`config.mk`:
```
export PLATFORM = sky130hd
export DESIGN_NAME = intrp_top
export DESIGN_NICKNAME = d
export VERILOG_FILES = /design/src/hdl/intrp_pkg.sv /design/src/hdl/seg_request_port.sv /design/src/hdl/seg_fifo.sv /design/src/hdl/batch_interpolator.sv /design/src/hdl/intrp_top.sv
export VERILOG_INCLUDE_DIRS = /design/src /design/src/hdl
export SDC_FILE = /design/constraint.sdc
export NUM_CORES = 1
export LEC_CHECK = 0
export BUFFER_PORTS_ARGS = -buffer_cell sky130_fd_sc_hd__buf_2
export CAP_MARGIN = 10
export CORE_ASPECT_RATIO = 2
export CORE_MARGIN = 1.5
export CORE_UTILIZATION = 40
export DETAILED_ROUTE_END_ITERATION = 7
export PLACE_DENSITY = 0.61
export SLEW_MARGIN = 15
export SYNTH_ARGS = -nofsm -noshare
export SYNTH_HDL_FRONTEND = slang
export SYNTH_SLANG_ARGS = --single-unit
```
`constraint.sdc`:
```
create_clock -name clk -period 8.06 [get_ports clk]
set_clock_uncertainty 0.15 [all_clocks]
set_input_delay 0.806 -clock clk [delete_from_list [all_inputs] [get_ports clk]]
set_output_delay 0.806 -clock clk [all_outputs]
set_load 0.05 [all_outputs]
```
`src/hdl/intrp_macros.svh`:
```
`ifndef INTRP_MACROS_SVH
`define INTRP_MACROS_SVH

// Samples produced per command
`define INTRP_BATCH_SIZE 8

// Integer sample width; the slope is twice as wide
`define INTRP_SAMPLE_WIDTH 16

// Fraction bits of the fixed-point slope
`define INTRP_FRAC_BITS 16

// Entries in the command queue
`define INTRP_FIFO_DEPTH 4

`endif

```
`src/hdl/intrp_pkg.sv`:
```
`default_nettype none

`include "intrp_macros.svh"

package intrp_pkg;

    // One output sample in two's complement
    typedef logic signed [`INTRP_SAMPLE_WIDTH-1:0] sample_t;

    // Segment command from the host
    typedef struct packed {
        logic signed [`INTRP_SAMPLE_WIDTH-1:0]   x;     // Start sample
        logic signed [2*`INTRP_SAMPLE_WIDTH-1:0] slope; // Fixed point, FRAC_BITS fraction
    } seg_cmd_t;

    // One interpolated batch, element 0 is the first sample
    typedef sample_t [`INTRP_BATCH_SIZE-1:0] batch_t;

    // Request port handshake state
    typedef enum logic {
        req_idle,
        req_ack_high
    } req_state_e;

endpackage

`default_nettype wire

```
`src/hdl/seg_request_port.sv`:
```
`timescale 1ns/1ps
`default_nettype none

module seg_request_port (
    input  logic                clk,
    input  logic                rst,
    input  logic                req,
    input  intrp_pkg::seg_cmd_t seg,
    output logic                ack,
    output logic                push,
    output intrp_pkg::seg_cmd_t push_data,
    input  logic                full
);

    intrp_pkg::req_state_e state_q;
    intrp_pkg::req_state_e state_d;
    logic                  req_q;
    intrp_pkg::seg_cmd_t   seg_q;

    // The host side is sampled once before the handshake acts on it
    always_ff @(posedge clk) begin
        if (rst) begin
            req_q <= 1'b0;
        end else begin
            req_q <= req;
        end
    end

    always_ff @(posedge clk) begin
        seg_q <= seg; // Held stable by the host until ack
    end

    always_comb begin
        state_d = state_q;
        push    = 1'b0;
        case (state_q)
            intrp_pkg::req_idle: begin
                if (req_q && !full) begin
                    push    = 1'b1; // Written on the same edge that raises ack
                    state_d = intrp_pkg::req_ack_high;
                end
            end
            intrp_pkg::req_ack_high: begin
                if (!req_q) begin
                    state_d = intrp_pkg::req_idle;
                end
            end
            default: begin
                state_d = intrp_pkg::req_idle;
            end
        endcase
    end

    always_ff @(posedge clk) begin
        if (rst) begin
            state_q <= intrp_pkg::req_idle;
        end else begin
            state_q <= state_d;
        end
    end

    assign ack       = (state_q == intrp_pkg::req_ack_high);
    assign push_data = seg_q;

endmodule

`default_nettype wire

```
`src/hdl/seg_fifo.sv`:
```
`timescale 1ns/1ps
`default_nettype none

`include "intrp_macros.svh"

module seg_fifo (
    input  logic                clk,
    input  logic                rst,
    input  logic                push,
    input  intrp_pkg::seg_cmd_t push_data,
    input  logic                pop,
    output intrp_pkg::seg_cmd_t front,
    output logic                empty,
    output logic                full
);

    localparam int DEPTH = `INTRP_FIFO_DEPTH;
    localparam int PTR_W = (DEPTH > 1) ? $clog2(DEPTH) : 1;
    localparam int CNT_W = $clog2(DEPTH + 1);

    intrp_pkg::seg_cmd_t mem [DEPTH];
    logic [PTR_W-1:0]    wr_ptr;
    logic [PTR_W-1:0]    rd_ptr;
    logic [CNT_W-1:0]    count;
    logic                do_push;
    logic                do_pop;

    assign do_push = push && !full;
    assign do_pop  = pop && !empty;

    always_ff @(posedge clk) begin
        if (do_push) begin
            mem[wr_ptr] <= push_data;
        end
    end

    always_ff @(posedge clk) begin
        if (rst) begin
            wr_ptr <= '0;
            rd_ptr <= '0;
            count  <= '0;
        end else begin
            if (do_push) begin
                wr_ptr <= (wr_ptr == PTR_W'(DEPTH - 1)) ? '0 : wr_ptr + 1'b1;
            end
            if (do_pop) begin
                rd_ptr <= (rd_ptr == PTR_W'(DEPTH - 1)) ? '0 : rd_ptr + 1'b1;
            end
            if (do_push && !do_pop) begin
                count <= count + 1'b1;
            end else if (do_pop && !do_push) begin
                count <= count - 1'b1;
            end
        end
    end

    assign front = mem[rd_ptr]; // Valid only while not empty
    assign empty = (count == '0);
    assign full  = (count == CNT_W'(DEPTH));

endmodule

`default_nettype wire

```
`src/hdl/batch_interpolator.sv`:
```
`timescale 1ns/1ps
`default_nettype none

`include "intrp_macros.svh"

module batch_interpolator (
    input  logic                clk,
    input  logic                rst,
    input  intrp_pkg::seg_cmd_t front,
    input  logic                empty,
    output logic                pop,
    output intrp_pkg::batch_t   batch,
    output logic                out_valid,
    input  logic                out_ready
);

    localparam int BS    = `INTRP_BATCH_SIZE;
    localparam int SW    = `INTRP_SAMPLE_WIDTH;
    localparam int FRAC  = `INTRP_FRAC_BITS;
    // Room for slope times the largest lane index plus the shifted start
    localparam int ACC_W = 2 * SW + $clog2(BS) + 1;
    localparam logic signed [ACC_W-1:0] HALF = ACC_W'(1) <<< (FRAC - 1);

    logic                    v1_q;
    logic                    v2_q;
    logic                    ld1;
    logic                    ld2;
    logic                    ld3;
    logic signed [SW-1:0]    x1_q;
    logic signed [ACC_W-1:0] x_fix;
    logic signed [ACC_W-1:0] prod_q [BS];
    logic signed [ACC_W-1:0] sum_q  [BS];

    // A stage loads when it is empty or its contents move on this edge
    assign ld3 = !out_valid || out_ready;
    assign ld2 = !v2_q || ld3;
    assign ld1 = !v1_q || ld2;
    assign pop = !empty && ld1;

    assign x_fix = ACC_W'(x1_q) <<< FRAC; // Start sample in slope format

    always_ff @(posedge clk) begin
        if (rst) begin
            v1_q      <= 1'b0;
            v2_q      <= 1'b0;
            out_valid <= 1'b0;
        end else begin
            if (ld1) begin
                v1_q <= pop;
            end
            if (ld2) begin
                v2_q <= v1_q;
            end
            if (ld3) begin
                out_valid <= v2_q;
            end
        end
    end

    // Stage 1 forms the per-lane increments
    always_ff @(posedge clk) begin
        if (pop) begin
            x1_q <= front.x;
            for (int i = 0; i < BS; i++) begin
                prod_q[i] <= $signed(front.slope) * ACC_W'(i);
            end
        end
    end

    // Stage 2 adds the start sample and the rounding half
    always_ff @(posedge clk) begin
        if (ld2 && v1_q) begin
            for (int i = 0; i < BS; i++) begin
                sum_q[i] <= prod_q[i] + x_fix + HALF;
            end
        end
    end

    // Stage 3 floors by arithmetic shift and wraps to the sample width
    always_ff @(posedge clk) begin
        if (ld3 && v2_q) begin
            for (int i = 0; i < BS; i++) begin
                batch[i] <= SW'(sum_q[i] >>> FRAC);
            end
        end
    end

endmodule

`default_nettype wire

```
`src/hdl/intrp_top.sv`:
```
`timescale 1ns/1ps
`default_nettype none

module intrp_top (
    input  logic                clk,
    input  logic                rst,
    input  logic                req,
    input  intrp_pkg::seg_cmd_t seg,
    output logic                ack,
    output intrp_pkg::batch_t   batch,
    output logic                out_valid,
    input  logic                out_ready
);

    logic                push;
    logic                full;
    logic                empty;
    logic                pop;
    intrp_pkg::seg_cmd_t push_data;
    intrp_pkg::seg_cmd_t front;

    seg_request_port i_seg_request_port (
        .clk       (clk),
        .rst       (rst),
        .req       (req),
        .seg       (seg),
        .ack       (ack),
        .push      (push),
        .push_data (push_data),
        .full      (full)
    );

    seg_fifo i_seg_fifo (
        .clk       (clk),
        .rst       (rst),
        .push      (push),
        .push_data (push_data),
        .pop       (pop),
        .front     (front),
        .empty     (empty),
        .full      (full)
    );

    batch_interpolator i_batch_interpolator (
        .clk       (clk),
        .rst       (rst),
        .front     (front),
        .empty     (empty),
        .pop       (pop),
        .batch     (batch),
        .out_valid (out_valid),
        .out_ready (out_ready)
    );

endmodule

`default_nettype wire

```
==> impl_metrics.env, run 1 <==
export IMPL_status="completed"
export IMPL_grtUsageTotal_pct=17.5
export IMPL_vias=15500
export IMPL_fin_setup_tns_ps=0
export IMPL_critPathMaxFanout=29
export IMPL_critPathCaptureType="register"
export IMPL_critPathMaxStageDelay_ps=720
export IMPL_antenna_found_initial=1
export IMPL_ant_nets=0
export IMPL_cts_tree="done"
export IMPL_synth_seq_area_share_pct=62.2
export IMPL_ys_seq_elements=597
export IMPL_final_cell_mix="535 x edfxtp_1, 254 x ha_1, 181 x buf_2"
export IMPL_worst_slew_pin_slew_ps=937
export IMPL_drt_iter0_drc=758
export IMPL_start_util_pct=40.5
export IMPL_grt_pass1_vias=16700
export IMPL_ys_types=61
export IMPL_rsz0062_at_grt="no"
export IMPL_postSynthCellCount=1860
export IMPL_synth_edff_count=535
export IMPL_synth_warnings=0
export IMPL_post_cts_buffers=0
export IMPL_drtPass1Iterations=5
export IMPL_syn_nets=2202
export IMPL_worstSetupPathType="register to register"
export IMPL_ctsResizeCount=0
export IMPL_reg2reg_slack_ps=2950
export IMPL_cp_cell_sequence="mux4_2, ha_1, fa_1, ha_1, a31o_2, a21oi_1, o21ai_0, and3_1, a31oi_1, a21oi_1, o21ai_0, o31ai_1, xnor2_1"
export IMPL_drive_gt1_share_pct=16.8
export IMPL_max_cap_violations=0
export IMPL_relSlewSlack_pct=36.9
export IMPL_wl_per_cell_um=20.4
export IMPL_synth_main_ff_cell="edfxtp_1"
export IMPL_synthArstFlopShare_pct=0
export IMPL_layout_commonest_cell="edfxtp_1"
export IMPL_cp_slowest_cell="dfxtp_4"
export IMPL_yosys_area_top_type_share_pct=57.7
export IMPL_insertion_delay_ps=610
export IMPL_clkTransAtPathRegs_ps=70
export IMPL_cts_sinks=597
export IMPL_hold_viol=0
export IMPL_yosys_area_top_type="edfxtp_1"
export IMPL_cp_start_kind="register"
export IMPL_cts_buffer_depth=3
export IMPL_cts_hold_repair_buffers=0
export IMPL_die_h_um=376
export IMPL_min_path_type="primary input to register"
export IMPL_path_buf_inv=0
export IMPL_worst_hold_path_endpoint="i_seg_request_port.push_data[41]$_DFF_P_"
export IMPL_h_tree_depth=2
export IMPL_worstPathRequired_ps=8270
export IMPL_numPortBuffers=181
export IMPL_reg2reg_to="i_batch_interpolator.prod_q[1][134]$_DFFE_PP_"
export IMPL_drv_slew=0
export IMPL_period_share_pct=63.4
export IMPL_fp_coreArea_um2=68700
export IMPL_vias_per_cell=5.13
export IMPL_grt_max_degree=129
export IMPL_area_growth_syn_to_layout_pct=13.9
export IMPL_min_path_cells=1
export IMPL_nNetsFinal=2436
export IMPL_synth_area_um2=27800
export IMPL_critPathTopFamily="compound AO/OA/AOI/OAI gates"
export IMPL_min_from="seg[41]"
export IMPL_totalWireLength_um=61700
export IMPL_rows=136
export IMPL_clockRootBuffer="clkbuf_16"
export IMPL_place_congestion=0.844
export IMPL_grt_first_pass_wirelength_um=94200
export IMPL_setup_violations_final=0
export IMPL_cts_buffers=51
export IMPL_avgSynthCellArea_um2=15.0
export IMPL_post_route_min_period_ps=5110
export IMPL_ioPinCount=182
export IMPL_dp_final_hpwl_um=46800
export IMPL_arrival_ps=5320
export IMPL_die_x_um=190
export IMPL_dieArea_um2=71300
export IMPL_drc=0
export IMPL_max_clock_freq_ghz=0.196
export IMPL_netlist_top_cells_area="edfxtp_1 58%, ha_1 11%, dfxtp_1 4.5%, mux4_2 3.9%, xnor2_1 3.5%"
export IMPL_grt_overflow_total=0
export IMPL_reg2regPathDepth=13
export IMPL_n_antenna_cell=0
[layer usage]
metal,vias up,track usage [%],part of all wire [%]
li1,7510,-,-
met1,7547,18.0,36
met2,359,34.7,56
met3,124,1.48,2.8
met4,0,8.97,5.2
met5,-,0,0
[kinds of logic (layout without fill, tap and decap cells)]
kind of cell | Yosys count | in the layout | share of synthesized area (%)
mux | 55 | 55 | 4.13
buf+inv | 130 | 405 | 1.78
flops | 597 | 597 | 62.2
compound gates | 355 | 355 | 8.17
fa+ha+maj | 290 | 290 | 14.0
simple gates | 280 | 280 | 4.95
xor+xnor | 153 | 153 | 4.81
[Yosys cell counts, drive strengths merged (4+ instances only)]
cell type  instances
edfxtp           535
ha               254
a21oi            122
inv              114
xnor2            112
nor2              84
o21ai             69
dfxtp             62
a21o              58
nand2             58
mux4              48
xor2              41
fa                36
nor2b             24
nor3              20
nand3             17
a21boi            15
a31oi             13
and3              13
o21bai            13
and2              12
nand4             12
a211oi            11
or3               10
a211o              9
buf                9
or2                8
a31o               7
clkbuf             7
mux2i              7
o21a               7
and4               6
nand2b             6
o31ai              5
a2111oi            4
o211ai             4
[worst max-delay path by stage]
stage / endpoint / slack, ps / cells after the start
detailed placement: i_batch_interpolator.prod_q[1][134]$_DFFE_PP_ / 2940 / 13
CTS: i_batch_interpolator.prod_q[1][134]$_DFFE_PP_ / 2930 / 13
finish: i_batch_interpolator.prod_q[1][134]$_DFFE_PP_ / 2950 / 13
floorplan: i_batch_interpolator.sum_q[0][100]$_DFFE_PP_ / 560 / 3
global route: i_batch_interpolator.prod_q[1][134]$_DFFE_PP_ / 2580 / 13
global placement: i_batch_interpolator.prod_q[1][134]$_DFFE_PP_ / 2970 / 13
[layout make-up]
type                            count  area (µm²)
Fill cell                        6091       37000
Sequential cell                   597       17300
Multi-Input combinational cell   1133       10100
Clock buffer                       61        1330
Tap cell                          897        1120
Timing Repair Buffer              197        1040
Inverter                          114         428
Clock inverter                     33         405
[registers in the layout (all words and copies together), names as in the netlist, named ones only]
signal,flops
i_seg_fifo.mem,192
i_seg_fifo.wr_ptr,2
i_seg_request_port.push_data,48
i_batch_interpolator.v2_q,1
i_batch_interpolator.prod_q,71
i_batch_interpolator.x1_q,16
i_seg_request_port.ack,1
batch,128
i_seg_request_port.req_q,1
i_seg_fifo.count,3
i_batch_interpolator.out_valid,1
i_batch_interpolator.v1_q,1
i_seg_fifo.rd_ptr,2
i_batch_interpolator.sum_q,128
[metrics by stage]
stage / utilization (%) / cell area [µm²] / setup WS [ps] / instances / hold slack (ps)
after detailed placement: 43.6 / 30000 / 2940 / 2938 / 255
after global routing: 46.1 / 31700 / 2580 / 3032 / 109
after global placement: 43.6 / 30000 / 2970 / 2938 / 252
final: 46.1 / 31700 / 2950 / 3032 / 142
after floorplan: - / 27800 / 564 / 1860 / 250
after CTS: 46.1 / 31700 / 2930 / 3032 / 97.7
[worst reg2reg max path: cells and delay by family (launching register included)]
kind / cells / cell delay, ps
compound gates: 7 / 1810
xor+xnor: 1 / 150
fa+ha+maj: 3 / 1140
flops: 1 / 720
mux: 1 / 690
simple gates: 1 / 200
Power of run 1 is left out: the tool's default activity adds up to more than one toggle a clock period on the data nets, which glitch-free logic cannot reach.
==> run 2, diff against run 1 <==
- clock period: 8.06 -> 5.2 ns (I/O delays scaled with it)
==> run 2 against run 1 <==
Highest routed layer unchanged; design area increased by 2.3%; final cell count is 2.1% higher; setup slack got worse by 2600 ps; routed wire length increased by 1.3%; die area did not move; fmax grew 4.7%; global-route usage increased by 0.23 points; hold slack got worse by 73 ps; first-iteration DRC count is 23% lower; register-to-register slack got worse by 2600 ps; sequential cell count unchanged; core utilization rose by 1.1 points.
==> impl_metrics.env, run 2 (synthesis gave the netlist of run 1 again) <==
export IMPL_post_cts_buffers=0
export IMPL_drc=0
export IMPL_worstSetupPathType="register to register"
export IMPL_numPortBuffers=181
export IMPL_hold_viol=0
export IMPL_wl_per_cell_um=20.2
export IMPL_cts_tree="done"
export IMPL_vias=15800
export IMPL_dp_final_hpwl_um=47500
export IMPL_drtPass1Iterations=4
export IMPL_dieArea_um2=71300
export IMPL_setup_violations_final=0
export IMPL_status="completed"
export IMPL_fp_coreArea_um2=68700
export IMPL_die_x_um=190
export IMPL_critPathMaxStageDelay_ps=610
export IMPL_reg_top3="i_seg_fifo.mem (192), batch (128), i_batch_interpolator.sum_q (128)"
export IMPL_cp_slowest_cell="mux4_2"
export IMPL_ant_nets=0
export IMPL_grtUsageTotal_pct=17.8
export IMPL_drv_slew=0
export IMPL_h_tree_depth=2
export IMPL_post_route_min_period_ps=4880
export IMPL_grt_max_degree=84
export IMPL_vias_per_cell=5.09
export IMPL_grt_pass1_vias=17000
export IMPL_grt_overflow_total=0
export IMPL_insertion_delay_ps=630
export IMPL_cts_buffers=53
export IMPL_n_antenna_cell=0
export IMPL_max_clock_freq_ghz=0.205
export IMPL_worst_slew_pin_slew_ps=973
export IMPL_rsz0062_at_grt="no"
export IMPL_die_h_um=376
export IMPL_fin_setup_tns_ps=0
export IMPL_clockRootBuffer="clkbuf_16"
export IMPL_final_cell_mix="535 x edfxtp_1, 254 x ha_1, 181 x buf_2"
export IMPL_layout_commonest_cell="edfxtp_1"
export IMPL_ioPinCount=182
export IMPL_clkTransAtPathRegs_ps=80
export IMPL_max_cap_violations=0
export IMPL_relSlewSlack_pct=34.4
export IMPL_period_share_pct=93.8
export IMPL_nNetsFinal=2497
export IMPL_drt_iter0_drc=583
export IMPL_fillCellCount=6098
export IMPL_largest_reg_flops=192
export IMPL_start_util_pct=40.5
export IMPL_antenna_found_initial=0
export IMPL_top_register="i_seg_fifo.mem"
export IMPL_worstPathRequired_ps=5420
export IMPL_place_congestion=0.862
export IMPL_drive_gt1_share_pct=17.1
export IMPL_rows=136
export IMPL_critPathCaptureType="register"
export IMPL_cts_sinks=597
export IMPL_ctsResizeCount=0
export IMPL_arrival_ps=5100
export IMPL_cp_start_kind="register"
export IMPL_area_growth_syn_to_layout_pct=16.5
export IMPL_cts_buffer_depth=3
export IMPL_grt_first_pass_wirelength_um=95200
export IMPL_totalWireLength_um=62600
export IMPL_cp_cell_sequence="buf_4, mux4_2, ha_1, fa_1, ha_1, or3_1, nor3_1, a21oi_1, a22o_1, a31oi_1, nor2_1, a31oi_1, xnor2_1"
export IMPL_critPathMaxFanout=16
export IMPL_min_path_type="primary input to register"
-- run 2: routing by layer --
layer  up-vias  routed length, µm  share of wire (%)  GRT usage, %
met4         0               3620                5.8          10.2
li1       7633                  -                  -             -
met3       138               1870                3.0          1.74
met1      7674              22400                 36          17.7
met2       314              34600                 55          35.0
met5         -                  0                  0             0
-- run 2: critical path, delay by kind of cell (launching register included) --
| family | cells | cell delay, ps |
|---|---|---|
| AOI/OAI and AO/OA | 4 | 1120 |
| xor gates and xnor gates | 1 | 100 |
| adders and majority gates | 3 | 1090 |
| buffers and inverters | 1 | 270 |
| DFF | 1 | 540 |
| muxes | 1 | 610 |
| and+or+nand+nor | 3 | 720 |
-- run 2: what timing repair did --
item                       in CTS  in global routing
hold endpoints to repair       49                  0
setup endpoints to repair       0                  0
hold buffers                   49                  0
-- run 2: area by class of cell --
type                    count  area (µm²)  area share [%]
flip-flops and latches    597       17300            53.4
multi-input cells        1133       10100            31.0
repair buffers            256        1620            4.98
clock buffers              63        1420            4.36
well taps                 897        1120            3.46
clock inverters            36         479            1.48
inverters                 114         428            1.32
-- run 2: per-stage QoR --
step	hold WS [ps]	setup WS [ps]	area, µm²	std cells	utilization (%)
finish	69.0	322	32400	3096	47.2
global placement	252	383	30100	2948	43.7
CTS	34.5	303	32400	3096	47.2
detailed placement	255	300	30100	2948	43.7
floorplan	250	298	27900	1860	-
global route	76.3	60.6	32400	3096	47.2
-- run 2: final timing paths --
check | slack, ps | start | cells past startpoint | end
min reg2reg | 270 | i_batch_interpolator.sum_q[0][93]$_DFFE_PP_ | 0 | batch[37]$_DFFE_PP_
max | 320 | register | 13 | i_batch_interpolator.prod_q[1][135]$_DFFE_PP_
min | 70 | rst | 2 | i_seg_fifo.wr_ptr[1]$_SDFFE_PP0P_
max reg2reg | 320 | register | 13 | i_batch_interpolator.prod_q[1][135]$_DFFE_PP_
Power of run 2 is left out for the same reason.
==> run 3, diff against run 2 <==
- CORE_ASPECT_RATIO: 2 -> 1.25
- PLACE_DENSITY: 0.61 -> 0.59
- clock period: 5.2 -> 4.2 ns (I/O delays scaled with it)
==> run 3 against run 2 <==
Critical path depth is 1 higher; via count is 3.5% higher; register-to-register slack worse by 280 ps; non-clock buffer count is 128 higher; global-route usage is 0.76 points lower; first-iteration DRC count is 61% higher; fmax is 17% higher; largest cell class unchanged.
==> impl_metrics.env, run 3 (synthesis gave the netlist of run 1 again) <==
export IMPL_layout_commonest_cell="edfxtp_1"
export IMPL_largest_reg_flops=192
export IMPL_cts_buffers=57
export IMPL_drv_slew=0
export IMPL_cts_buffer_depth=3
export IMPL_period_share_pct=99.0
export IMPL_grt_overflow_total=0
export IMPL_worstSetupPathType="register to register"
export IMPL_grt_first_pass_wirelength_um=93800
export IMPL_worst_hold_path_endpoint="i_batch_interpolator.v1_q$_SDFFE_PP0N_"
export IMPL_top_register="i_seg_fifo.mem"
export IMPL_insertion_delay_ps=620
export IMPL_drt_iter0_drc=938
export IMPL_grtUsageTotal_pct=17.0
export IMPL_place_congestion=0.827
export IMPL_nNetsFinal=2629
export IMPL_arrival_ps=4370
export IMPL_reg2reg_slack_ps=40
export IMPL_wl_per_cell_um=18.6
export IMPL_worstPathRequired_ps=4410
export IMPL_dieArea_um2=71200
export IMPL_drive_gt1_share_pct=24.0
export IMPL_post_route_min_period_ps=4160
export IMPL_reg2regPathDepth=14
export IMPL_cp_start_kind="register"
export IMPL_drtPass1Iterations=5
export IMPL_n_antenna_cell=0
export IMPL_status="completed"
export IMPL_fillCellCount=5980
export IMPL_dp_slack_ps=-275
export IMPL_rows=107
export IMPL_clockRootBuffer="clkbuf_16"
export IMPL_min_path_type="primary input to register"
export IMPL_clkTransAtPathRegs_ps=70
export IMPL_multiInputGateArea_um2=10500
export IMPL_die_x_um=239
export IMPL_cts_tree="done"
export IMPL_seq_area_um2=17300
export IMPL_reg_top3="i_seg_fifo.mem (192), batch (128), i_batch_interpolator.sum_q (128)"
export IMPL_totalWireLength_um=60500
export IMPL_reg2reg_to="i_batch_interpolator.prod_q[1][138]$_DFFE_PP_"
export IMPL_cts_sinks=597
export IMPL_area_growth_syn_to_layout_pct=22.1
export IMPL_hold_viol=0
export IMPL_h_tree_depth=2
export IMPL_max_clock_freq_ghz=0.241
export IMPL_rsz0062_at_grt="yes"
export IMPL_ioPinCount=182
export IMPL_grt_pass1_vias=17300
export IMPL_drc=0
export IMPL_critPathCaptureType="register"
export IMPL_worst_slack_ps=43.1
export IMPL_start_util_pct=40.6
export IMPL_antenna_found_initial=0
export IMPL_min_from="out_ready"
export IMPL_numPortBuffers=181
export IMPL_dp_final_hpwl_um=44400
export IMPL_worst_slew_pin_slew_ps=748
export IMPL_min_path_cells=5
export IMPL_relSlewSlack_pct=50.1
export IMPL_vias_per_cell=5.00
export IMPL_ant_nets=0
export IMPL_setup_violations_final=0
export IMPL_final_cell_mix="535 x edfxtp_1, 236 x ha_1, 181 x buf_2"
export IMPL_fp_coreArea_um2=68500
export IMPL_grt_max_degree=120
export IMPL_vias=16300
export IMPL_max_cap_violations=0
export IMPL_die_h_um=298
export IMPL_critPathMaxFanout=6
==> run 3: what timing repair did <==
item / in CTS / in global routing
hold endpoints to repair: 58 / 0
buffers inserted: 1 / 16
gates cloned: 0 / 1
setup endpoints to repair: 20 / 26
pin swaps: 2 / 36
gates resized for setup: 22 / 60
hold buffers: 52 / 0
==> run 3: routing by layer <==
| layer | global-route usage (%) | wire (µm) |
|---|---|---|
| met1 | 20.8 | 25700 |
| met2 | 31.0 | 31000 |
| met3 | 2.35 | 2220 |
| met4 | 4.99 | 1610 |
| met5 | 0 | 0 |
==> run 3: worst max-delay path by stage <==
stage                        start                                       endpoint  slack (ps)  cells after the start
final                     register  i_batch_interpolator.prod_q[1][138]$_DFFE_PP_          40                     14
after global routing      register  i_batch_interpolator.prod_q[1][138]$_DFFE_PP_        -110                     16
after CTS                 register  i_batch_interpolator.prod_q[1][138]$_DFFE_PP_         -90                     14
after detailed placement  register  i_batch_interpolator.prod_q[1][138]$_DFFE_PP_        -270                     14
after global placement    register  i_batch_interpolator.prod_q[1][136]$_DFFE_PP_        -210                     14
after floorplan           register  i_batch_interpolator.prod_q[1][135]$_DFFE_PP_          -9                     14
==> run 3: critical path: stages, from the launching register on <==
cell       delay [ps]
dfxtp_4           400
buf_12            140
buf_12            110
buf_4             130
mux4_2            620
ha_4              330
fa_1              420
ha_1              330
and3_4            210
and3_4            200
a31oi_4            50
a21o_4            270
a21oi_4           180
mux2i_1           220
o2111ai_1         130
==> run 3: area by class of cell <==
class                   instances  share of cell area [%]
well taps                     926                    3.41
clock inverters                34                   0.950
multi-input cells            1133                    31.0
clock buffers                  72                    4.58
inverters                     114                    1.26
flip-flops and latches        597                    50.9
repair buffers                384                    7.87
==> run 3: stage by stage <==
step	cell area, µm²	TNS [ps]	hold slack (ps)	instances	util, %
floorplan	27900	-9.19	250	1860	-
global placement	30900	-1690	253	3084	45.1
detailed placement	30900	-2590	255	3084	45.1
CTS	33500	-137	209	3243	48.9
global route	34000	-301	260	3260	49.6
finish	34000	0	245	3260	49.6
Power of run 3 is left out for the same reason.
